File: src/hw/mm_pkg.sv
// memory-mapped ram wrapper definitions
`default_nettype none

package mm_pkg;

    // ram geometry
    localparam int unsigned ram_addr_width = 16;
    localparam int unsigned ram_bytes      = 65536;

    // plain vector types
    typedef logic [31:0]               word_t;
    typedef logic [3:0]                be_t;
    typedef logic [ram_addr_width-1:0] ram_addr_t;
    typedef logic [127:0]              instr_data_t;
    typedef logic [4:0]                irq_id_t;

    // data port address map
    localparam word_t addr_timer_mask  = 32'h1500_0000;
    localparam word_t addr_timer_cnt   = 32'h1500_0004;
    localparam word_t addr_test_status = 32'h2000_0000;
    localparam word_t addr_exit        = 32'h2000_0004;

    // values written to the status register by the test program
    localparam word_t test_pass_value = 32'd123456789;
    localparam word_t test_fail_value = 32'd1;

    // mask bit and acknowledge id of the timer interrupt
    localparam int unsigned timer_irq_id = 7;

    // where the read data of a data access comes from
    typedef enum logic [1:0] {
        tgt_ram,
        tgt_timer_cnt,
        tgt_none
    } target_e;

endpackage

`default_nettype wire

File: src/hw/data_resp_ctrl.sv
// data port response control
`timescale 1ns/1ps
`default_nettype none

module data_resp_ctrl import mm_pkg::*; (
    input  wire logic     clk_i,
    input  wire logic     rst_ni,

    input  wire logic     data_req_i,
    input  wire target_e  rd_target_i,
    input  wire word_t    ram_rdata_i,
    input  wire word_t    timer_cnt_i,

    output logic          data_rvalid_o,
    output word_t         data_rdata_o
);

    logic    rvalid_q;
    target_e target_q;
    word_t   cnt_q;

    // every request is granted at once, so valid is just the request delayed
    always_ff @(posedge clk_i or negedge rst_ni) begin
        if (!rst_ni) begin
            rvalid_q <= 1'b0;
            target_q <= tgt_none;
        end else begin
            rvalid_q <= data_req_i;
            target_q <= rd_target_i;
        end
    end

    // count as it stood in the request cycle
    always_ff @(posedge clk_i) begin
        if (data_req_i && (rd_target_i == tgt_timer_cnt)) begin
            cnt_q <= timer_cnt_i;
        end
    end

    assign data_rvalid_o = rvalid_q;

    always_comb begin
        case (target_q)
            tgt_ram:       data_rdata_o = ram_rdata_i;
            tgt_timer_cnt: data_rdata_o = cnt_q;
            default:       data_rdata_o = '0;
        endcase
    end

endmodule

`default_nettype wire

File: config.mk
export PLATFORM = sky130hd
export DESIGN_NAME = data_resp_ctrl
export DESIGN_NICKNAME = d
export VERILOG_FILES = /design/src/hw/mm_pkg.sv /design/src/hw/data_resp_ctrl.sv
export SDC_FILE = /design/constraint.sdc
export NUM_CORES = 1
export LEC_CHECK = 0
export ABC_AREA = 1
export ABC_CLOCK_PERIOD_IN_PS = 1000
export BUFFER_PORTS_ARGS = -buffer_cell sky130_fd_sc_hd__buf_2
export CAP_MARGIN = 40
export CORE_ASPECT_RATIO = 0.7
export CORE_UTILIZATION = 30
export DETAILED_ROUTE_END_ITERATION = 6
export HOLD_SLACK_MARGIN = 0.15
export SYNTH_ARGS = -nofsm -noshare
export SYNTH_HDL_FRONTEND = slang
export SYNTH_SLANG_ARGS = --single-unit
File: constraint.sdc
create_clock -name clk_i -period 1 [get_ports clk_i]
set_input_delay 0.2 -clock clk_i [delete_from_list [all_inputs] [get_ports clk_i]]
set_output_delay 0.2 -clock clk_i [all_outputs]
set_load 0.005 [all_outputs]
-- Yosys cells after proc, flatten, opt, wreduce, memory -nomap -nowiden
Index checks and enable logic that the tools add are counted.
- register bits: 35
- output and inout port bits: 33
- word-level logic and storage cells: 8
- bits of input ports: 69
- reduce and logical (&&, ||, !) cells: 2
- multiplexer cells: 1
- equal/unequal tests: 2
- operator list (cell ; number):
    one-hot mux 32 bit (2 select lines) ; 1
    equality test 2 x 1 -> 1 bit, second input constant ; 2
    logical NOT 2 bit ; 1
    logical AND 1 bit ; 1

-- Logic depth before layout (Yosys ltp)
- word-level depth: 2
- depth in mapped cells: 5
- depth with buffers taken out: 3

-- Worst setup path after synthesis
No wires, ideal clock.
- path type: input-to-reg
- from: input data_req_i
- to: register cnt_q[0], enable pin
- buffers on the path: 0
- slack: -1.031 ns
- cell stages on the path: 2
- arrival time: 1.609 ns
- setup time: 0.422 ns
- required time: 0.578 ns
- path through: nand2_1 -> nor2_1
- cells in the longest elaborated chain, start to end: 1
- RTL lines (what ; RTL line ; RTL):
    start: declaration ; data_resp_ctrl.sv:9 ; input wire logic data_req_i,
    logical AND 1 bit ; data_resp_ctrl.sv:35 ; if (data_req_i && (rd_target_i == tgt_timer_cnt)) begin
    end signal: assignment ; data_resp_ctrl.sv:36 ; cnt_q <= timer_cnt_i;
    end: declaration ; data_resp_ctrl.sv:20 ; word_t cnt_q;
No other way between the ends.
A chain may end at the register's enable or synchronous reset.

-- Worst setup path in the final report
- from: register target_q[1]
- to: output data_rdata_o[18]
- cells in the longest elaborated chain, start to end: 2
- elaborated cells on any way between the ends: 3
- classes of those cells: 1 x eq/ne; 1 x mux; 1 x reduce/logical
- RTL lines (what ; RTL line ; RTL):
    start: declaration ; data_resp_ctrl.sv:19 ; target_e target_q;
    start signal: assignment ; data_resp_ctrl.sv:26 ; target_q <= tgt_none;
    start signal: assignment ; data_resp_ctrl.sv:29 ; target_q <= rd_target_i;
    equality test 2 x 1 -> 1 bit / logical NOT 2 bit (equally long branches) ; data_resp_ctrl.sv:43 ; case (target_q)
    one-hot mux 32 bit (2 select lines) (*) ; data_resp_ctrl.sv:43 ;
    end: declaration ; data_resp_ctrl.sv:15 ; output word_t data_rdata_o
Mark *: on every way between the ends. The rest lies on a longest branch, timed or not.

==> metrics list <==
- Run status: finished with violations
- The checks that failed: negative setup slack.
- The final max-slew violation count was 0.
* Area occupied by multi-input gates: 487 um2
- In this run the biggest area consumer among cell types represents 63.1% of the synthesized area.
- The H-tree generated during clock tree synthesis spans 2 levels.
- Number of synthesized register bits: 35
- CTS Sinks: 35
* Time the final worst path needs with I/O delays and setup: 1570 ps
* Layout cells sized above 1: 46.0%
- By area, the combinational part of the netlist is dominated by simple AND/OR/NAND/NOR gates.
* Total of buffers placed on input and output ports: around 100
* Clock Pin Slew Worst Setup and Hold Paths: 70 ps
- Synthesis produced a netlist with a net count of between 200 and 250.
* Number of cell rows: 21
- HP Class: in -> async
- Dividing the detail-routed wire length by the instance count gives 11.8 um.
- Setup repair after global routing could not meet its margin everywhere.
- The die covers approximately 5400 um2.
- For this run, the top clock speed supported by timing is 637 MHz.
- The congestion estimate from routability-driven global placement came to between 0.6 and 0.7.
- Critical-path cell with the highest stage delay: sky130_fd_sc_hd__dfstp_2
- Of all nets on the critical path, the largest fanout is 7.
- Max-cap violations: 0
* Post-route core utilization: a little under three fifths
- First-pass GRT wire length: 6400 um
- Inserted Diodes: 0
- For this configuration, the core starts out at a cell density of between 30% and 40%.
- Classification of the worst setup path: reg -> out
- Count of unique library cells instantiated by Yosys: 11
- The final number of hold-violating endpoints came to 0.
- For the worst setup path, the data arrival time is between 1000 and 1500 ps.
- Headroom to the max-slew limit: 84.8%
* Cell type with the highest aggregate area in the netlist: sky130_fd_sc_hd__edfxtp_1
- Sequential cells were found to cover 68.1% of the synthesized design area.
- Measured along the x axis, the die boundary spans 87.2 um.
* Measured slew at the worst slew-check pin: 228 ps
- In this run the standard cell core region covers 4830 um2.
- In this run, the number of DRC markers left after iteration 0 of detailed routing was 21.
* I/O pins: between 100 and 150
* Count of nets left with antenna violations after detail routing: 0
- STA classifies the critical path startpoint as a flop.
* Most frequent standard cell in the layout excluding fill and tap cells: sky130_fd_sc_hd__buf_2
* Synthesized cell area: 1520 um2
* Top library cells by usage in the layout, fill and taps aside: sky130_fd_sc_hd__buf_2 (101), sky130_fd_sc_hd__nand2_1 (53), sky130_fd_sc_hd__dlygate4sd3_1 (36)
- Synthesis produced a netlist whose cell count is 145.
- Traced cell by cell, the critical path runs through nor2_4, buf_8, nand2_2, nand2_1, buf_2.
- Max IR drop VDD: roughly 0.74 mV
- The first detailed-routing pass ran for 4 iterations.
- The number of buffers and inverters on the critical path is 2.
- Average size of a mapped cell: 10.5 um2
- After legalization and detailed placement, the total HPWL measured ~2500 um.
* Number of warnings issued by yosys: 0
- The kind of cell with the highest combined delay along the critical path is flip-flops.
* Worst setup margin: -570 ps
* Multiplexer fraction of the synthesized cell area: 0%
- Across every metal layer, demand over resource in global routing totals 16.6%.
- Leakage dissipation: 1.30 nW
- Counting along the longest clock path gives a buffer depth of 2.
- Non-filler instance count after layout: 360
- The tightest hold path in the finished design has a slack of 255 ps.
* Largest net degree at the start of global routing: 33
- Area growth from synthesis to layout: 76.7%
* Total of endpoints with negative setup slack in the final report: 32
* Critical Path End Type: output port
* Clock tree root driver cell: sky130_fd_sc_hd__clkbuf_8
- Final worst-path cycle share: 157%
- Area fraction in compound gates after synthesis: 0%
* Endpoint required time on the critical path: ~800 ps
* Vias per inst: approximately 4.3
* Maximum single-stage delay on the critical path: 640 ps
- The routed layout has roughly 1500 vias.
- Area fraction in and, or, nand and nor cells after synthesis: 27.5%
* Final routed wirelength across all metal layers: 4240 um
- Residual DRC count: 0
- Largest cells by area after synthesis: sky130_fd_sc_hd__edfxtp_1 (63%), sky130_fd_sc_hd__nand2_1 (16%), sky130_fd_sc_hd__nand3_1 (11%)
- Vias in the first global route: 1449
* Initial antenna violation count: 0
- Seq. cell area: 1040 um2
* Post-synthesis xor/xnor area fraction: 0%
* Total power draw: 3.24 mW
* DP Cell Count: 309
- Post-Synth Adder-Cell Area: 0%
- Fill cells in the final layout number 466.
- Num CTS Buffers: 5
- Chip Height: 61.6 um
- TritonCTS built the clock tree.
- Final net count: 359
- Global routing finished with a remaining overflow of 0.
- Power spread over the standard cell area amounts to 1200 nW/um2.
-- power by group --
| group | internal (mW) | switching (mW) | leakage (nW) |
|---|---|---|---|
| sequential | 1.68 | 0.0272 | 0.327 |
| clock | 0.474 | 0.477 | 0.0403 |
| combinational | 0.335 | 0.248 | 0.936 |
| total | 2.49 | 0.752 | 1.30 |
-- sequential cells by signal, indices dropped and copies added, names as in the netlist --
name	cells
cnt_q	32
target_q	2
data_rvalid_o	1
-- metal layers --
metal / global-route usage [%] / routed length, um / vias up / part of all wire [%]
met1: 19.0 / 1820 / 692 / 43
met2: 30.1 / 2100 / 63 / 49
met5: 0 / 0 / - / 0
li1: - / - / 780 / -
met4: 7.03 / 57 / 0 / 1.3
met3: 4.42 / 267 / 7 / 6.3
-- kinds of logic after synthesis --
kind of cell  count (synthesis)
buf+inv                      11
simple gates                 99
flops                        35
-- final cells by class --
type                       count  area share (%)
sequential                    35            38.6
timing repair buffer         147            36.8
multi-input combinational    100            18.1
tap                           69            3.21
clock buffer                   6            2.70
inverter                       1           0.325
clock inverter                 2           0.279
-- metrics by stage --
step           area (um2)  setup TNS [ps]  setup slack [ps]
2_1_floorplan        1580           -5850              -134
3_3_place_gp         2120          -14490              -420
3_5_place_dp         2120          -14960              -449
4_1_cts              2670          -17720              -566
5_1_grt              2690          -19860              -651
6_report             2690          -17530              -570
-- cell usage after synthesis --
cell type                  count
sky130_fd_sc_hd__buf_2         6
sky130_fd_sc_hd__buf_4         3
sky130_fd_sc_hd__buf_6         1
sky130_fd_sc_hd__dfrtp_1       2
sky130_fd_sc_hd__dfstp_2       1
sky130_fd_sc_hd__edfxtp_1     32
sky130_fd_sc_hd__inv_2         1
sky130_fd_sc_hd__nand2_1      65
sky130_fd_sc_hd__nand3_1      32
sky130_fd_sc_hd__nor2_1        1
sky130_fd_sc_hd__nor2_4        1
-- repair_timing --
item	4_1_cts	5_1_grt
gates cloned	1	0
pin swaps	2	1
hold endpoints to repair	38	0
buffers inserted	6	0
gates resized for setup	17	6
setup endpoints to repair	32	32
hold buffers	36	0
-- final timing paths --
path,startpoint,to,cells past startpoint
setup / recovery,target_q[1],data_rdata_o[18],5
hold / removal,rst_ni,data_rvalid_o,2
max in group asynchronous,rst_ni,target_q[1],2
min in group clk_i,rd_target_i[1],cnt_q[1],3
No activity file was read; power rests on OpenSTA's default activity.
