===== src/hw/mm_pkg.sv =====
// memory-mapped ram wrapper definitions
`default_nettype none

package mm_pkg;

    // ram geometry
    localparam int unsigned ram_addr_width = 16;
    localparam int unsigned ram_bytes      = 65536;

    // plain vector types
    typedef logic [31:0]               word_t;
    typedef logic [3:0]                be_t;
    typedef logic [ram_addr_width-1:0] ram_addr_t;
    typedef logic [127:0]              instr_data_t;
    typedef logic [4:0]                irq_id_t;

    // data port address map
    localparam word_t addr_timer_mask  = 32'h1500_0000;
    localparam word_t addr_timer_cnt   = 32'h1500_0004;
    localparam word_t addr_test_status = 32'h2000_0000;
    localparam word_t addr_exit        = 32'h2000_0004;

    // values written to the status register by the test program
    localparam word_t test_pass_value = 32'd123456789;
    localparam word_t test_fail_value = 32'd1;

    // mask bit and acknowledge id of the timer interrupt
    localparam int unsigned timer_irq_id = 7;

    // where the read data of a data access comes from
    typedef enum logic [1:0] {
        tgt_ram,
        tgt_timer_cnt,
        tgt_none
    } target_e;

endpackage

`default_nettype wire


===== src/hw/data_decoder.sv =====
// data port address decoder
`timescale 1ns/1ps
`default_nettype none

module data_decoder import mm_pkg::*; (
    input  wire logic   data_req_i,
    input  wire logic   data_we_i,
    input  wire word_t  data_addr_i,
    input  wire be_t    data_be_i,
    input  wire word_t  data_wdata_i,

    // ram side
    output logic        ram_en_o,
    output logic        ram_we_o,
    output ram_addr_t   ram_addr_o,
    output be_t         ram_be_o,
    output word_t       ram_wdata_o,

    // timer registers
    output logic        timer_mask_we_o,
    output logic        timer_cnt_we_o,
    output word_t       timer_wdata_o,

    // read data source for the response
    output target_e     rd_target_o,

    // test status
    output logic        tests_passed_o,
    output logic        tests_failed_o,
    output logic        exit_valid_o,
    output word_t       exit_value_o
);

    logic is_ram;

    assign is_ram = (data_addr_i < ram_bytes);

    // payload goes out unqualified and the enables select the target
    assign ram_addr_o    = data_addr_i[ram_addr_width-1:0];
    assign ram_be_o      = data_be_i;
    assign ram_wdata_o   = data_wdata_i;
    assign timer_wdata_o = data_wdata_i;

    always_comb begin
        ram_en_o        = 1'b0;
        ram_we_o        = 1'b0;
        timer_mask_we_o = 1'b0;
        timer_cnt_we_o  = 1'b0;
        rd_target_o     = tgt_none;
        tests_passed_o  = 1'b0;
        tests_failed_o  = 1'b0;
        exit_valid_o    = 1'b0;
        exit_value_o    = '0;

        if (data_req_i) begin
            if (is_ram) begin
                ram_en_o = 1'b1;
                ram_we_o = data_we_i;
                if (!data_we_i) begin
                    rd_target_o = tgt_ram;
                end
            end else if (data_we_i) begin
                // unmapped writes fall through and are dropped
                if (data_addr_i == addr_timer_mask) begin
                    timer_mask_we_o = 1'b1;
                end else if (data_addr_i == addr_timer_cnt) begin
                    timer_cnt_we_o = 1'b1;
                end else if (data_addr_i == addr_test_status) begin
                    tests_passed_o = (data_wdata_i == test_pass_value);
                    tests_failed_o = (data_wdata_i == test_fail_value);
                end else if (data_addr_i == addr_exit) begin
                    exit_valid_o = 1'b1;
                    exit_value_o = data_wdata_i;
                end
            end else if (data_addr_i == addr_timer_cnt) begin
                rd_target_o = tgt_timer_cnt;
            end
        end
    end

endmodule

`default_nettype wire


===== config.mk =====
export PLATFORM = sky130hd
export DESIGN_NAME = data_decoder
export DESIGN_NICKNAME = d
export VERILOG_FILES = /design/src/hw/mm_pkg.sv /design/src/hw/data_decoder.sv
export SDC_FILE = /design/constraint.sdc
export NUM_CORES = 1
export LEC_CHECK = 0
export BUFFER_PORTS_ARGS = -buffer_cell sky130_fd_sc_hd__buf_2
export CELL_PAD_IN_SITES_DETAIL_PLACEMENT = 1
export CELL_PAD_IN_SITES_GLOBAL_PLACEMENT = 1
export CORE_ASPECT_RATIO = 0.8
export CORE_MARGIN = 10
export CORE_UTILIZATION = 15
export DETAILED_ROUTE_END_ITERATION = 8
export PLACE_DENSITY_LB_ADDON = 0.12
export SLEW_MARGIN = 20
export SYNTH_ARGS = -nofsm -noshare
export SYNTH_HDL_FRONTEND = slang
export SYNTH_SLANG_ARGS = --single-unit

===== constraint.sdc =====
create_clock -name vclk -period 1.75
set_input_delay 0.2625 -clock vclk [all_inputs]
set_output_delay 0.2625 -clock vclk [all_outputs]
set_load 0.005 [all_outputs]

# After elaboration in Yosys (flattened, before gate mapping)
# Index checks and enable logic that the tools add are counted.
totals:
  out_inout_bits: 125
  wordCells: 51
  inputBits: 70
  ff_bits: 0
op_classes:
  mux: 44
  eq_ne: 6
  magnitude_cmp: 1
op_table:
  columns: ["cell", "n"]
  rows:
  - ["2-to-1 mux 32 bit", 7]
  - ["equality test 32 x 29 -> 1 bit (second input constant)", 2]
  - ["equality test 32 x 30 -> 1 bit (second input constant)", 2]
  - ["equality test 32 x 1 -> 1 bit (second input constant)", 1]
  - ["equality test 32 x 27 -> 1 bit (second input constant)", 1]
  - ["less-than comparator 32 x 17 -> 1 bit (second input constant)", 1]
  - ["2-to-1 mux 1 bit", 32]
  - ["2-to-1 mux 2 bit", 5]

# Logic depth before layout (Yosys ltp)
# Gate-level depths: netlist of run 1.
logic_depth:
  word_depth: 8
  ltp_mapped: 5
  mapped_depth_nobuf: 4

# Worst setup path before layout of run 1
# No wires, ideal clock.
synth_path:
  kind: "input port to output port"
  start: "input port data_addr_i[21]"
  end: "output port tests_passed_o"
  required_time_ps: 1487
  path_buffers: 0
  setup_slack_ps: -28
  cell_stages: 4
  t_arrival_ps: 1515
  path_cell_list: "nor4_4 nand3_2 or4_4 nor4_2"
synth_between:
  elab_chain_len: 7
  word_cells_on_any_way: 10
  cone_classes: "order compare: 1; eq/ne: 3; mux: 6"
synth_rtl:
  columns: ["item", "line_no", "source"]
  rows:
  - ["from (decl)", "data_decoder.sv:8", "input wire word_t data_addr_i,"]
  - ["branches (longest 5 deep; another with less-than comparator 32 x 17 -> 1 bit)", null, null]
  - ["2-to-1 mux 1 bit *", "data_decoder.sv:56", "if (is_ram) begin"]
  - ["2-to-1 mux 1 bit *", "data_decoder.sv:55", "if (data_req_i) begin"]
  - ["to (decl)", "data_decoder.sv:28", "output logic tests_passed_o,"]
# Every way passes the cells marked *.

# Worst setup path after layout of run 1
layout_path:
  start: "input port data_addr_i[27]"
  end: "output port tests_passed_o"
# Same word-level chain as after synthesis.

==> summary.md, run 1 <==
| Metric | Value |
|---|---|
| Maximum number of pins on one net before global-route repair | 16 |
| Die X-Extent | around 120 um |
| Crit path required time | 1.49 ns |
| Syn nets | 235 |
| Met2 usage | 18.8% |
| Slowest CP cell | or4_4 |
| Die area | 12000 um^2 |
| Clock power share | 0% |
| Cells after synthesis | between 150 and 200 |
| Slew Limit Fails | 0 |
| Share of cells above drive strength 1 | around 86% |
| Post-route insts no fill | approximately 400 |
| Via total after detailed routing | approximately 1500 |
| Clkbuf count | 0 |
| IO Port Bufs | 187 |
| Row count | 29 |
| Critical path class | primary input to output port |
| CP Cell Sequence | buf_6 > nor4_4 > nand3_2 > or4_4 > nor4_4 > buf_2 |
| Sequential share of power | 0% |
| Setup tns final | -3.72 ns |
| Max cap viols | 0 |
| Final setup fails | 40 |
| Warnings from Yosys | 0 |
| Setup crit start kind | primary input |
| Core Region | 7840 um^2 |
| Crit path largest cell delay | between 0.5 and 0.6 ns |
| GRT overflow | 0 |
| GR peak layer | met2 |
| Wire per inst | 15.8 um |
| Cell area power density | 141 nW/um^2 |
| Rel. slew slack | 78.1% |
| Worst slew pin tran | between 0.3 and 0.4 ns |
| Setup WS post-layout | -0.163 ns |
| Seq. cell area | 0 um^2 |
| Pint | ~170 uW |
| Antenna violations before repair | 0 |
| Max VDD drop | 0.0000417 V |
| Power share of the combinational group | 100.0% |
| Vias per Instance | between 3 and 4 |
| Die Y | between 90 and 100 um |
| Final GP Congestion | a little under 0.7 |
| Placed Cells | between 300 and 400 |
| Pre-antenna DRT Iters | 2 |
| Vias in the first global route | about 1700 |
| Mapped Avg Cell Area | 7.26 um^2 |
| Status | finished, violations left |
| Seq Cell Count | 0 |
| Fill count | roughly 1000 |
| First-pass GRT wire length | 9.42 mm |
| Register area share after synthesis | 0% |
| Leak | 0.00124 uW |
| Commonest non-fill, non-tap cell in the layout | buf_2 |
| Sw power | 147 uW |
| Fin nets | ~370 |
| CP Capture Type | output port |
| Tmin final | ~1.9 ns |
| CP most frequent cell | nor4_4 |
| Final Hold Fails | 0 |
| Arr. time, crit path | 1.65 ns |
| ANT nets after route | 0 |
| Number of remaining DRC errors | 0 |
| Failing checks | setup timing |
| Synthesized area | 1200 um^2 |
| Area growth, synth to finish | 90.0% |
| Met3 usage | under 10% |
| Most frequent cells in the layout | buf_2, buf_6, buf_4, and2_4, and2_1 |
| Max Fanout on Critical Path | 2 |
| DR iter-0 viols | 22 |
| Fin crit share | 109% |
| RSZ-0062 raised after global routing | yes |
| ANT cells | 0 |
| HPWL Detailed | approximately 5.7 mm |
| Post-synthesis cell type count | 21 |
| Io pins | between 150 and 200 |
| FMAX | approximately 520 MHz |
| GR Util met1 | a little under a tenth |
| Gr usage total | a little under a tenth |
| Starting Density | between 10% and 20% |
| Cts-stage hold buffer count | 0 |
| Net Sw Frac | ~46% |
| Drt total wl | 6.47 mm |
| Min-Delay Path Class | primary input to output port |
[layout make-up]
type | count | area [um^2] | area share, %
tap | 108 | 135 | 5.94
multi-input combinational | 78 | 706 | 31.0
timing repair buffer | 223 | 1430 | 63.0
[per-layer routing]
metal	share of wire, %	vias up
li1	-	753
met1	33	700
met2	55	74
met3	11	2
met4	0.14	0
met5	0	-
[per-stage QoR]
stage          setup WS (ns)  total power, uW  utilization, %  area (um^2)  hold slack, ns
3_3_place_gp          -0.341              295            23.5         1850           0.525
6_report              -0.163              322            29.0         2270           0.525
4_1_cts               -0.197              325            26.7         2090           0.525
3_5_place_dp          -0.324              294            23.5         1850           0.525
5_1_grt               -0.265              353            29.0         2270           0.525
2_1_floorplan         0.0832              175               -         1210           0.606
[kinds of logic after synthesis]
logic type             Yosys count  synth area share (%)
AND/OR/NAND/NOR                 77                  46.0
buffers and inverters           87                  53.6
AO/OA/AOI/OAI                    1                 0.418
[worst paths after layout]
check	startpoint	end	slack, ns	depth (start not counted)
worst max-delay path	data_addr_i[27]	tests_passed_o	-0.16	6
worst min-delay path	data_be_i[2]	ram_be_o[2]	0.53	0
[power groups by stage]
stage                     registers [uW]  logic, uW  clock network (uW)
final                                  0        322                   0
after global routing                   0        353                   0
after CTS                              0        325                   0
after detailed placement               0        294                   0
after global placement                 0        295                   0
after floorplan                        0        175                   0
[synth_stat cells, types with 2 or more instances]
| master | n | area, um^2 |
|---|---|---|
| nand4_1 | 8 | 50.1 |
| nor4_4 | 2 | 42.5 |
| buf_4 | 84 | 631 |
| nor2b_1 | 2 | 12.5 |
| nand2_1 | 2 | 7.51 |
| clkbuf_1 | 3 | 11.3 |
| nor4_1 | 9 | 56.3 |
| nor3b_1 | 2 | 15.0 |
| nor2_1 | 3 | 11.3 |
| nor3_1 | 2 | 10.0 |
| nor4_2 | 5 | 62.6 |
| and2_1 | 34 | 213 |
[critical path, delay by kind of cell]
family                 cells  cell delay (ns)
and+or+nand+nor            4             1.15
buffers and inverters      2             0.24
[timing repair]
item                       CTS  global route
pin swaps                   18            22
setup endpoints to repair   41            41
resized for setup           38            37
setup buffers                5             4
cloned                       2             1
Note: power is estimated with default switching activity, not from simulation.
==> run 2, diff against run 1 <==
--- a/config.mk
+++ b/config.mk
@@ -13,6 +13,7 @@
 export CORE_UTILIZATION = 15
 export DETAILED_ROUTE_END_ITERATION = 8
 export PLACE_DENSITY_LB_ADDON = 0.12
+export SETUP_SLACK_MARGIN = 0.4
 export SLEW_MARGIN = 20
 export SYNTH_ARGS = -nofsm -noshare
 export SYNTH_HDL_FRONTEND = slang
==> run 2 against run 1 <==
The flow still finishes with violations (setup timing); worst setup slack lost 0.074 ns; core utilization grew 1.6 points; worst hold slack is the same; critical path depth grew 2; non-clock buffer count shrank 5; sequential share of layout area is the same; critical path type unchanged; critical endpoint is now exit_value_o[3]; largest cell class unchanged; largest power group unchanged; highest routed layer unchanged.
==> summary.md, run 2 (synthesized netlist as in run 1, its figures left out) <==
| Metric | Value |
|---|---|
| Max Fanout on Critical Path | 8 (+6) |
| Fin crit share | 114% (+4.2 points) |
| Antenna violations before repair | 0 (unchanged) |
| Fin nets | 368 (-1.3%) |
| Pint | 175 uW (about the same) |
| Vias in the first global route | 1702 (+1.6%) |
| Placed Cells | 397 (-0.50%) |
| Seq Cell Count | 0 (unchanged) |
| Die Y | 99.9 um (unchanged) |
| Setup crit start kind | primary input |
| Critical path class | primary input to output port |
| RSZ-0062 raised after global routing | yes |
| ANT cells | 0 (unchanged) |
| CP Capture Type | output port |
| Final GP Congestion | 0.712 (+3.4%) |
| Leak | 0.00126 uW (+1.7%) |
| Max VDD drop | 0.0000511 V (+23%) |
| Sequential share of power | 0% (unchanged) |
| Die area | 12000 um^2 (unchanged) |
| Fill count | 987 (-2.3%) |
| Io pins | 195 (unchanged) |
| Maximum number of pins on one net before global-route repair | 34 (+18) |
| FMAX | 503 MHz (-3.7%) |
| Post-route insts no fill | 404 (-1.2%) |
| Commonest non-fill, non-tap cell in the layout | buf_2 |
| GRT overflow | 0 (unchanged) |
| Cts-stage hold buffer count | 0 (unchanged) |
| Share of cells above drive strength 1 | 89.5% (+3.5 points) |
| Seq. cell area | 0 um^2 (unchanged) |
| Status | finished, violations left |
| Via total after detailed routing | 1550 (+1.4%) |
| Max cap viols | 0 (unchanged) |
| Gr usage total | 9.08% (-0.25 points) |
| Final setup fails | 41 (+2.5%) |
| Die X-Extent | 120 um (unchanged) |
| Core Util, Final | 30.6% (+1.6 points) |
| Cell area power density | 136 nW/um^2 (-4.1%) |
| Clkbuf count | 0 (unchanged) |
| Failing checks | setup timing |
| Crit path required time | 1.49 ns (about the same) |
| Area growth, synth to finish | 100% |
| Starting Density | 15.3% (unchanged) |
| Rel. slew slack | 71.6% (-6.5 points) |
| Total Power | 326 uW (+1.2%) |
| First-pass GRT wire length | 9.31 mm (-1.2%) |
| Most frequent cells in the layout | buf_2, buf_6, and2_4, buf_4, nor4_4 |
| Vias per Instance | 3.84 (+2.6%) |
| Clock power share | 0% (unchanged) |
| DR iter-0 viols | 34 (+55%) |
| Core Region | 7840 um^2 (unchanged) |
| Pre-antenna DRT Iters | 3 (+1) |
| Wire per inst | 17.2 um (+8.8%) |
| Row count | 29 (unchanged) |
| Power share of the combinational group | 100.0% (about the same) |
| HPWL Detailed | 5.70 mm (about the same) |
| Final Hold Fails | 0 (unchanged) |
| Slew Limit Fails | 0 (unchanged) |
| Setup WS post-layout | -0.237 ns (-0.0736 ns) |
| Drt total wl | 6.95 mm (+7.5%) |
| IO Port Bufs | 187 (unchanged) |
| Min-Delay Path Class | primary input to output port |
| Arr. time, crit path | 1.72 ns (+0.07 ns) |
| Worst slew pin tran | 0.423 ns (+0.0963 ns) |
| Number of remaining DRC errors | 0 (unchanged) |
| ANT nets after route | 0 (unchanged) |
| Net Sw Frac | 46.4% (+0.63 points) |
| Sw power | 151 uW (+2.6%) |
| Worst hold margin | 0.525 ns (unchanged) |
| Tmin final | 1.99 ns (+0.0736 ns) |
## run 2: cell count changes in the layout (fill, tap and decap cells not counted), sizes merged
cell,delta
buf,-8
clkbuf,+3
## run 2: what timing repair did
| action | 4_1_cts | 5_1_grt |
|---|---|---|
| resized for setup | 20 | 66 |
| cloned | 0 | 4 |
| pin swaps | 7 | 37 |
| buffers inserted | 2 | 1 |
| setup endpoints to repair | 41 | 41 |
## run 2: cell type report
class	instances	area [um^2]	share of cell area, %
repair buffers	218	1530	63.6
multi-input cells	78	739	30.8
well taps	108	135	5.63
## run 2: path summary, 6_finish.rpt
| kind | startpoint | end | slack (ns) | cells past startpoint |
|---|---|---|---|---|
| min | data_be_i[0] | ram_be_o[0] | 0.53 | 0 |
| max | data_addr_i[11] | exit_value_o[3] | -0.24 | 8 |
## run 2: metal layers
layer,vias up,part of all wire (%),global-route usage [%]
li1,737,-,-
met1,711,37,9.23
met2,100,51,16.9
met3,2,11,4.88
met4,0,0.39,0.370
met5,-,0,0
## run 2: power by group through the flow
stage / logic (uW) / clock network [uW] / registers (uW)
CTS: 325 / 0 / 0
finish: 326 / 0 / 0
detailed placement: 306 / 0 / 0
floorplan: 178 / 0 / 0
global placement: 305 / 0 / 0
global route: 360 / 0 / 0
## run 2: critical path, cell delays in order
cell and delay [ns]:
buf_6 0.10, nor4_4 0.29, nand4_1 0.25, nor3_4 0.27, buf_12 0.16, clkbuf_16 0.16
and2_4 0.14, buf_6 0.09
## run 2: metrics by stage
stage	setup TNS, ns	setup slack (ns)	instance area (um^2)
floorplan	0	0.122	1260
global placement	-5.66	-0.269	1870
detailed placement	-6.84	-0.331	1870
CTS	-5.99	-0.268	2000
global route	-11.35	-0.336	2400
finish	-7.39	-0.237	2400
