**src/hw/mm_pkg.sv**
```systemverilog
// memory-mapped ram wrapper definitions
`default_nettype none

package mm_pkg;

    // ram geometry
    localparam int unsigned ram_addr_width = 16;
    localparam int unsigned ram_bytes      = 65536;

    // plain vector types
    typedef logic [31:0]               word_t;
    typedef logic [3:0]                be_t;
    typedef logic [ram_addr_width-1:0] ram_addr_t;
    typedef logic [127:0]              instr_data_t;
    typedef logic [4:0]                irq_id_t;

    // data port address map
    localparam word_t addr_timer_mask  = 32'h1500_0000;
    localparam word_t addr_timer_cnt   = 32'h1500_0004;
    localparam word_t addr_test_status = 32'h2000_0000;
    localparam word_t addr_exit        = 32'h2000_0004;

    // values written to the status register by the test program
    localparam word_t test_pass_value = 32'd123456789;
    localparam word_t test_fail_value = 32'd1;

    // mask bit and acknowledge id of the timer interrupt
    localparam int unsigned timer_irq_id = 7;

    // where the read data of a data access comes from
    typedef enum logic [1:0] {
        tgt_ram,
        tgt_timer_cnt,
        tgt_none
    } target_e;

endpackage

`default_nettype wire

```
**src/hw/sim_timer.sv**
```systemverilog
// countdown timer with interrupt
`timescale 1ns/1ps
`default_nettype none

module sim_timer import mm_pkg::*; (
    input  wire logic     clk_i,
    input  wire logic     rst_ni,

    input  wire logic     mask_we_i,
    input  wire logic     cnt_we_i,
    input  wire word_t    wdata_i,

    input  wire logic     irq_ack_i,
    input  wire irq_id_t  irq_id_i,

    output word_t         cnt_o,
    output logic          irq_timer_o
);

    word_t mask_q;
    word_t cnt_q;
    logic  irq_q;
    logic  reg_write;
    logic  ack_match;

    assign reg_write = mask_we_i || cnt_we_i;
    assign ack_match = irq_ack_i && (irq_id_i == irq_id_t'(timer_irq_id));

    always_ff @(posedge clk_i or negedge rst_ni) begin
        if (!rst_ni) begin
            mask_q <= '0;
            cnt_q  <= '0;
            irq_q  <= 1'b0;
        end else if (reg_write) begin
            // a write cycle freezes the count
            if (mask_we_i) begin
                mask_q <= wdata_i;
            end
            if (cnt_we_i) begin
                cnt_q <= wdata_i;
            end
        end else begin
            if (cnt_q != '0) begin
                cnt_q <= cnt_q - 1'b1;
            end
            // fires on the step from one to zero
            if ((cnt_q == 32'd1) && mask_q[timer_irq_id]) begin
                irq_q <= 1'b1;
            end
            // ack has priority over a new set
            if (ack_match) begin
                irq_q <= 1'b0;
            end
        end
    end

    assign cnt_o       = cnt_q;
    assign irq_timer_o = irq_q;

endmodule

`default_nettype wire

```
**config.mk**
```make
export PLATFORM = sky130hd
export DESIGN_NAME = sim_timer
export DESIGN_NICKNAME = d
export VERILOG_FILES = /design/src/hw/mm_pkg.sv /design/src/hw/sim_timer.sv
export SDC_FILE = /design/constraint.sdc
export NUM_CORES = 1
export LEC_CHECK = 0
export ABC_AREA = 1
export BUFFER_PORTS_ARGS = -buffer_cell sky130_fd_sc_hd__buf_2
export CORE_MARGIN = 2
export CORE_UTILIZATION = 49
export CTS_CLUSTER_DIAMETER = 30
export DETAILED_ROUTE_END_ITERATION = 7
export GPL_ROUTABILITY_DRIVEN = 0
export PLACE_DENSITY = 0.78
export SYNTH_ARGS = -nofsm -noshare
export SYNTH_HDL_FRONTEND = slang
export SYNTH_SLANG_ARGS = --single-unit
```
**constraint.sdc**
```tcl
create_clock -name clk_i -period 1.9 [get_ports clk_i]
set_input_delay 0.285 -clock clk_i [delete_from_list [all_inputs] [get_ports clk_i]]
set_output_delay 0.285 -clock clk_i [all_outputs]
set_load 0.03 [all_outputs]
```
# == Word level (Yosys, flattened, before mapping) ==
# Index checks and enable logic that the tools add are counted.
# op_classes
n_addsub,1
n_shift,0
n_eq_ne,3
muxes,5
div,0
reduce_logical,9
magnitude_cmp,0
multipliers,0
bitwise_logic,1
# op_table
cell,count
32-bit two-way mux,3
32-bit by 1-bit equality test with 1-bit output (second input constant),1
32-bit nonzero test,1
32-bit by 1-bit subtractor with 32-bit output (second input constant),1
2-bit AND reduction,3
5-bit by 3-bit equality test with 1-bit output (second input constant),1
2-bit nonzero test,2
1-bit logical AND,2
1-bit two-way mux,2
2-bit inequality test (second input constant),1
1-bit logical OR,1
1-bit NOT,1
# word_totals
mem_bits_rw,0
register_bits,41
mem_bits_ro,0
memories,0
inputBits,42
latchBits,0

# == Logic depth before layout (Yosys ltp) ==
# Gate-level depths: netlist (run 1).
# depth
word_depth,4
mapped_depth,11
ltp_nobuf,11

# == Worst setup path after synthesis (run 1) ==
# Ideal clock, no wire load.
# synth_timing
kind,register to register
startpoint,"register cnt_q[0], in the netlist cnt_o[0]"
endpoint,"register cnt_q[6], in the netlist cnt_o[6]"
path_stages_with_launch,11
arrival_time_ps,1890
path_slack_ps,-108
t_required_ps,1782
synth_period_minus_slack_ps,2008
setup_ps,118
n_path_buf,1
path_cell_list,dfrtp_1 -> inv_1 -> ha_1 -> nand2_4 -> nor2_8 -> nand2_2 -> o21ai_4 -> nand2_4 -> buf_6 -> nand2_2 -> o21ai_2
# synth_between
elab_chain_cells,3
elab_cells_between_ends,6
classes_between,add/sub (1); mux (2); reduce/logical (3)
# synth_rtl
element,line,rtl
start: declaration,sim_timer.sv:21,word_t cnt_q;
start signal: assignment,sim_timer.sv:40,cnt_q <= wdata_i;
start signal: assignment,sim_timer.sv:44,cnt_q <= cnt_q - 1'b1;
32-bit by 1-bit subtractor with 32-bit output / 32-bit nonzero test (equally long branches),"sim_timer.sv:44, sim_timer.sv:43",
32-bit two-way mux / 2-bit nonzero test (equally long branches),n/a,
32-bit two-way mux / 2-bit AND reduction (equally long branches),n/a,
# Parallel ways exist; a longest one is shown, timed or not. The select of a mux whose other input is x is not followed.
# A chain may end at the register's enable or synchronous reset.

# == Worst setup path in the final report (run 1) ==
# layout_timing
startpoint,"register cnt_q[0], in the netlist cnt_o[0]"
endpoint,"register cnt_q[31], in the netlist cnt_o[31]"
# The elaborated chain is that of the path after synthesis.

==> impl_metrics.yaml, run 1 <==
clocking:
  cts_tree: "done"
  cts_htree_levels: 2
  clkSlewWorstSetupHoldPaths_ns: 0.07
  clock-sinks: 34
  ctsRootBufferMaster: "clkbuf_8"
  post_cts_buffers: 0
  clock_path_buffers: 2
  worstSkewPairLatency_ns: 0.30
  numCtsBuffers: 5
route:
  wirelength_mm: 8.27
  drt_iter0_drc: 233
  vias: 3095
  routedWlPerCell_um: 13.8
  viasPerCell: 5.16
  first_pass_iters: 5
  antenna_left: 0
  drc: 0
setup_path:
  ff2ff_path_depth: 9
  arrival_ns: 1.97
  path_max_fanout: 5
  worstSetupStartpointType: "flop"
  cp-endpoint: "cnt_o[31]$_DFFE_PN0P_"
  critPathKind: "flop to flop"
  required_ns: 2.09
  timing.rr.start: "cnt_o[0]$_DFFE_PN0P_"
  ff2ff_setup_slack_ns: 0.12
  end_kind: "flop"
  worstSetupStartpoint: "cnt_o[0]$_DFFE_PN0P_"
  r2r_end: "cnt_o[31]$_DFFE_PN0P_"
yosys:
  ys_seq_area_frac: 0.296
  avgSynthCellArea_um2: 6.52
  syn_area_um2: 2870
  yosysUniqueCellTypes: 29
  synth_nets: 484
  ys_ff_latch: 34
  synth_warnings: 0
  syn_inst: 440
final_layout:
  antenna_cells: 0
  final_core_util: 0.635
  nets: 571
  seq_area_um2: 853
  stdcell_area_um2: 3540
  fin_cells: 600
  multi_input_area_um2: 1810
  synthToLayoutAreaGrowth_pct: 23.3
  final_layout_size_suffix_gt1_frac: 0.339
  fillCellCount: 530
floorplan:
  dieArea_um2: 6490
  start_util: 0.515
  die_h_um: 80.5
  io_pins: 75
  design.core.area_um2: 5570
  rows: 27
  chipWidth_um: 80.5
global_route:
  antenna_found_initial: 0
  grt_pass1_vias: 2913
  overflow: 0
  grt_start_max_net_pins: 28
  grt_pass1_wl_mm: 13.6
  grtUsageTotal: 0.272
sta:
  fin_ws_ns: 0.121
  drv_slew: 0
  finalHoldViolations: 0
  tightest_slew_ns: 0.519
  clock.fmax_ghz: 0.562
  fin_worst_skew_ns: 0.00407
  final-setup-viol-count: 0
  fin_crit_ns: 1.78
  slew_headroom: 0.654
  finalCritPeriodShare: 0.937
  hold_slack_ns: 0.202
run_status:
  status: "finished, final reports clean"
power:
  vdd_drop_max_v: 0.000427
  p_per_area_nw_per_um2: 702
  p_leak_nw: 1.84
place:
  placedCellCount: 591
  port_buffers: 74
  preCtsSetupSlack_ns: 0.000867
  place_area_um2: 3400
  hpwl_mm: 6.27
worst_hold_path:
  hp-class: "input pin to flop"
run:
  timing.max_cap.violations: 0
cells in the final DEF (no fill, tap or decap), drive strengths merged, types with 2 or more instances in the layout:
cell,count
inv,45
o21ai,28
xor2,4
a21oi,4
nand4,7
dfrtp,34
clkinv,2
nand2,145
ha,2
nand3,66
or2,15
clkbuf,7
nor2,72
buf,91
metrics by stage:
| stage | setup TNS, ns | power (W) |
|---|---|---|
| finish | 0 | 0.00248 |
| global route | -0.0141 | 0.00262 |
| CTS | 0 | 0.00246 |
| detailed placement | 0 | 0.00189 |
| global placement | 0 | 0.00186 |
| floorplan | 0 | 0.00157 |
repair_timing:
action,4_1_cts,5_1_grt
gates resized for setup,1,11
hold endpoints to repair,20,0
setup endpoints to repair,1,26
hold buffers,1,0
synthesized netlist by cell type (all sizes together):
cell type | instances | area [um^2]
a31oi | 1 | 6.26
clkinv | 1 | 3.75
nand2 | 145 | 594
nand3 | 66 | 405
nand3b | 1 | 7.51
xnor2 | 1 | 8.76
ha | 2 | 25.0
nor4 | 1 | 6.26
buf | 5 | 52.6
nor3 | 1 | 5.00
a21oi | 4 | 20.0
o21ai | 28 | 200
or2 | 15 | 93.8
inv | 45 | 169
xor2 | 4 | 35.0
dfrtp | 34 | 851
clkbuf | 7 | 26.3
nand4 | 7 | 43.8
nor2 | 72 | 317
per-layer routing:
metal,track usage,up-vias,routed length [um]
li1,-,1568,-
met1,0.369,1387,3500
met2,0.442,126,4000
met3,0.0416,14,609
met4,0.0898,0,157
met5,0,-,0
cell families after synthesis:
| logic type | Yosys count | share of synthesized area |
|---|---|---|
| XOR/XNOR | 5 | 0.0153 |
| buffers and inverters | 58 | 0.0876 |
| flip-flops | 34 | 0.296 |
| adder cells (fa/ha/maj) | 2 | 0.00872 |
| AO/OA/AOI/OAI | 33 | 0.0789 |
| AND/OR/NAND/NOR | 308 | 0.513 |
sequential cells by signal, indices dropped and copies added, names as in the netlist:
| signal | cells |
|---|---|
| mask_q | 1 |
| cnt_o | 32 |
| irq_timer_o | 1 |
where the power goes:
part | internal (W) | switching (W) | total (W)
clock network | 0.000293 | 0.000289 | 0.000581
registers | 0.000811 | 0.000124 | 0.000935
logic | 0.000331 | 0.000638 | 0.000969
layout make-up:
type	instances	share of cell area
clock buffer	7	0.0244
clock inverter	1	0.00141
inverter	46	0.0488
multi-input combinational	348	0.511
sequential	34	0.241
tap	72	0.0255
timing repair buffer	92	0.148
worst max-delay path, cell delays in order, from the launching register on:
cell and delay, ns:
dfrtp_2 0.42, inv_1 0.12, buf_4 0.14, nand2_1 0.14
nor2_4 0.19, nand2_1 0.18, o21ai_0 0.22, nand3_1 0.13
nand3_2 0.07, nand2_1 0.05
worst min path at each step:
stage	from	end	slack, ns	cells after the start
floorplan	rst_ni	cnt_o[0]$_DFFE_PN0P_	-0.01	0
global placement	rst_ni	cnt_o[7]$_DFFE_PN0P_	0.28	1
detailed placement	rst_ni	cnt_o[7]$_DFFE_PN0P_	0.29	1
CTS	mask_we_i	mask_q[7]$_DFFE_PN0P_	0.21	3
global route	mask_we_i	mask_q[7]$_DFFE_PN0P_	0.23	3
finish	mask_we_i	mask_q[7]$_DFFE_PN0P_	0.20	3
No activity file was read; power rests on OpenSTA's default activity.
==> inputs of run 2 (changes only) <==
--- a/config.mk
+++ b/config.mk
@@ -7,12 +7,14 @@
 export LEC_CHECK = 0
 export ABC_AREA = 1
 export BUFFER_PORTS_ARGS = -buffer_cell sky130_fd_sc_hd__buf_2
+export CORE_ASPECT_RATIO = 0.9
 export CORE_MARGIN = 2
 export CORE_UTILIZATION = 49
 export CTS_CLUSTER_DIAMETER = 30
 export DETAILED_ROUTE_END_ITERATION = 7
 export GPL_ROUTABILITY_DRIVEN = 0
 export PLACE_DENSITY = 0.78
+export SLEW_MARGIN = 20
 export SYNTH_ARGS = -nofsm -noshare
 export SYNTH_HDL_FRONTEND = slang
 export SYNTH_SLANG_ARGS = --single-unit
==> impl_metrics.yaml, run 2 (same netlist as run 1, synthesis figures left out) <==
final_layout:
  synthToLayoutAreaGrowth_pct: 23.1
  antenna_cells: 0
  final_common_cell: "nand2_1"
  mostFrequentLayoutCells: "nand2_1, buf_2, nor2_1"
  largest_register_ff_count: 32
  final_layout_size_suffix_gt1_frac: 0.333
  fin_cells: 598
  nets: 571
  fillCellCount: 548
  stdcell_area_um2: 3530
clocking:
  cts_htree_levels: 2
  post_cts_buffers: 0
  numCtsBuffers: 5
  cts_tree: "done"
  clkSlewWorstSetupHoldPaths_ns: 0.08
  clock_path_buffers: 2
  clock-sinks: 34
  ctsRootBufferMaster: "clkbuf_8"
  worstSkewPairLatency_ns: 0.30
power:
  p_leak_nw: 1.85
  clock_power_share: 0.238
  vdd_drop_max_v: 0.000383
  switching_share: 0.425
  combPwrFrac: 0.384
  seqPwrFrac: 0.377
  p_sw_w: 0.00106
  p_per_area_nw_per_um2: 707
  p_int_w: 0.00144
global_route:
  grt_start_max_net_pins: 27
  grtUsageTotal: 0.263
  overflow: 0
  grt_pass1_wl_mm: 13.8
  grt_pass1_vias: 2955
  antenna_found_initial: 0
sta:
  drv_slew: 0
  fin_worst_skew_ns: 0.00984
  fin_crit_ns: 1.79
  fin_ws_ns: 0.109
  clock.fmax_ghz: 0.558
  finalCritPeriodShare: 0.943
  tightest_slew_ns: 0.461
  slew_headroom: 0.693
  final-setup-viol-count: 0
  finalHoldViolations: 0
  setup_tns_ns: 0
run_status:
  status: "finished, final reports clean"
setup_path:
  critPathMaxStageDelay_ns: 0.41
  path_max_fanout: 21
  required_ns: 2.09
  worstSetupStartpointType: "flop"
  arrival_ns: 1.98
  crit_path_top_delay_cell: "dfrtp_2"
  critPathKind: "flop to flop"
  end_kind: "flop"
  path_cells: "inv_1 -> ha_4 -> nand2_4 -> nor2_8 -> nand2_2 -> o21ai_4 -> nand2_4 -> buf_6 -> nand2_2 -> o21ai_2"
floorplan:
  io_pins: 75
  start_util: 0.507
  rows: 26
  chipWidth_um: 84.7
  design.core.area_um2: 5660
  die_h_um: 76.6
  dieArea_um2: 6490
worst_hold_path:
  hp-class: "input pin to flop"
route:
  viasPerCell: 5.25
  vias: 3142
  antenna_left: 0
  first_pass_iters: 5
  routedWlPerCell_um: 13.7
  drt_iter0_drc: 182
  drc: 0
  wirelength_mm: 8.22
place:
  hpwl_mm: 6.16
  port_buffers: 74
  preCtsSetupSlack_ns: 0.00883
  place_area_um2: 3390
  placedCellCount: 589
run:
  timing.max_cap.violations: 0
-- run 2: cell counts in the layout (fill, tap and decap cells not counted) --
No cell type changed its count.
-- run 2: area by class of cell --
cell class / count / area [um^2] / area share
clock inverter: 1 / 5.00 / 0.00142
inverter: 46 / 173 / 0.0489
multi-input combinational: 348 / 1800 / 0.509
tap: 70 / 87.6 / 0.0248
clock buffer: 7 / 86.3 / 0.0244
sequential: 34 / 855 / 0.242
timing repair buffer: 92 / 528 / 0.149
-- run 2: worst max-delay path, delay by kind of cell (launching register included) --
kind	cells	cell delay [ns]
buffers and inverters	2	0.34
AOI/OAI and AO/OA	2	0.22
and+or+nand+nor	5	0.51
adders and majority gates	1	0.20
DFF	1	0.41
-- run 2: through the flow --
step	hold WS, ns	util	power [W]
CTS	0.195	0.618	0.00247
global placement	0.255	0.600	0.00187
global route	0.213	0.624	0.00264
detailed placement	0.266	0.600	0.00188
floorplan	-0.0106	-	0.00157
finish	0.196	0.624	0.00250
-- run 2: routing by layer --
layer | up-vias | global-route usage | wire length [um] | part of all wire
li1 | 1565 | - | - | -
met2 | 110 | 0.427 | 3750 | 0.46
met1 | 1453 | 0.363 | 3780 | 0.46
met3 | 14 | 0.0444 | 565 | 0.069
met4 | 0 | 0.0667 | 131 | 0.016
met5 | - | 0 | 0 | 0
-- run 2: path summary, 6_finish.rpt --
path                            cells past startpoint                    end  slack (ns)                   from
min in group asynchronous                           2   cnt_o[3]$_DFFE_PN0P_        0.46                 rst_ni
max in group asynchronous                           3  cnt_o[21]$_DFFE_PN0P_        0.81                 rst_ni
worst max register to register                     10   cnt_o[6]$_DFFE_PN0P_        0.11   cnt_o[1]$_DFFE_PN0P_
worst min register to register                      2  mask_q[7]$_DFFE_PN0P_        0.50  mask_q[7]$_DFFE_PN0P_
worst max-delay path                               10   cnt_o[6]$_DFFE_PN0P_        0.11   cnt_o[1]$_DFFE_PN0P_
worst min-delay path                                3  mask_q[7]$_DFFE_PN0P_        0.20              mask_we_i
-- run 2: timing repair --
item                                    in CTS  in global routing
endpoints found under the hold margin       17                  0
gates resized for setup                      1                  9
endpoints found under the setup margin       8                 28
hold buffers                                 1                  0
-- run 2: power by group through the flow --
stage | clock network [W] | registers (W) | logic, W
final | 0.000595 | 0.000941 | 0.000960
after global routing | 0.000627 | 0.000955 | 0.00106
after CTS | 0.000596 | 0.000935 | 0.000943
after detailed placement | 0 | 0.000949 | 0.000935
after floorplan | 0 | 0.00110 | 0.000467
after global placement | 0 | 0.000946 | 0.000922
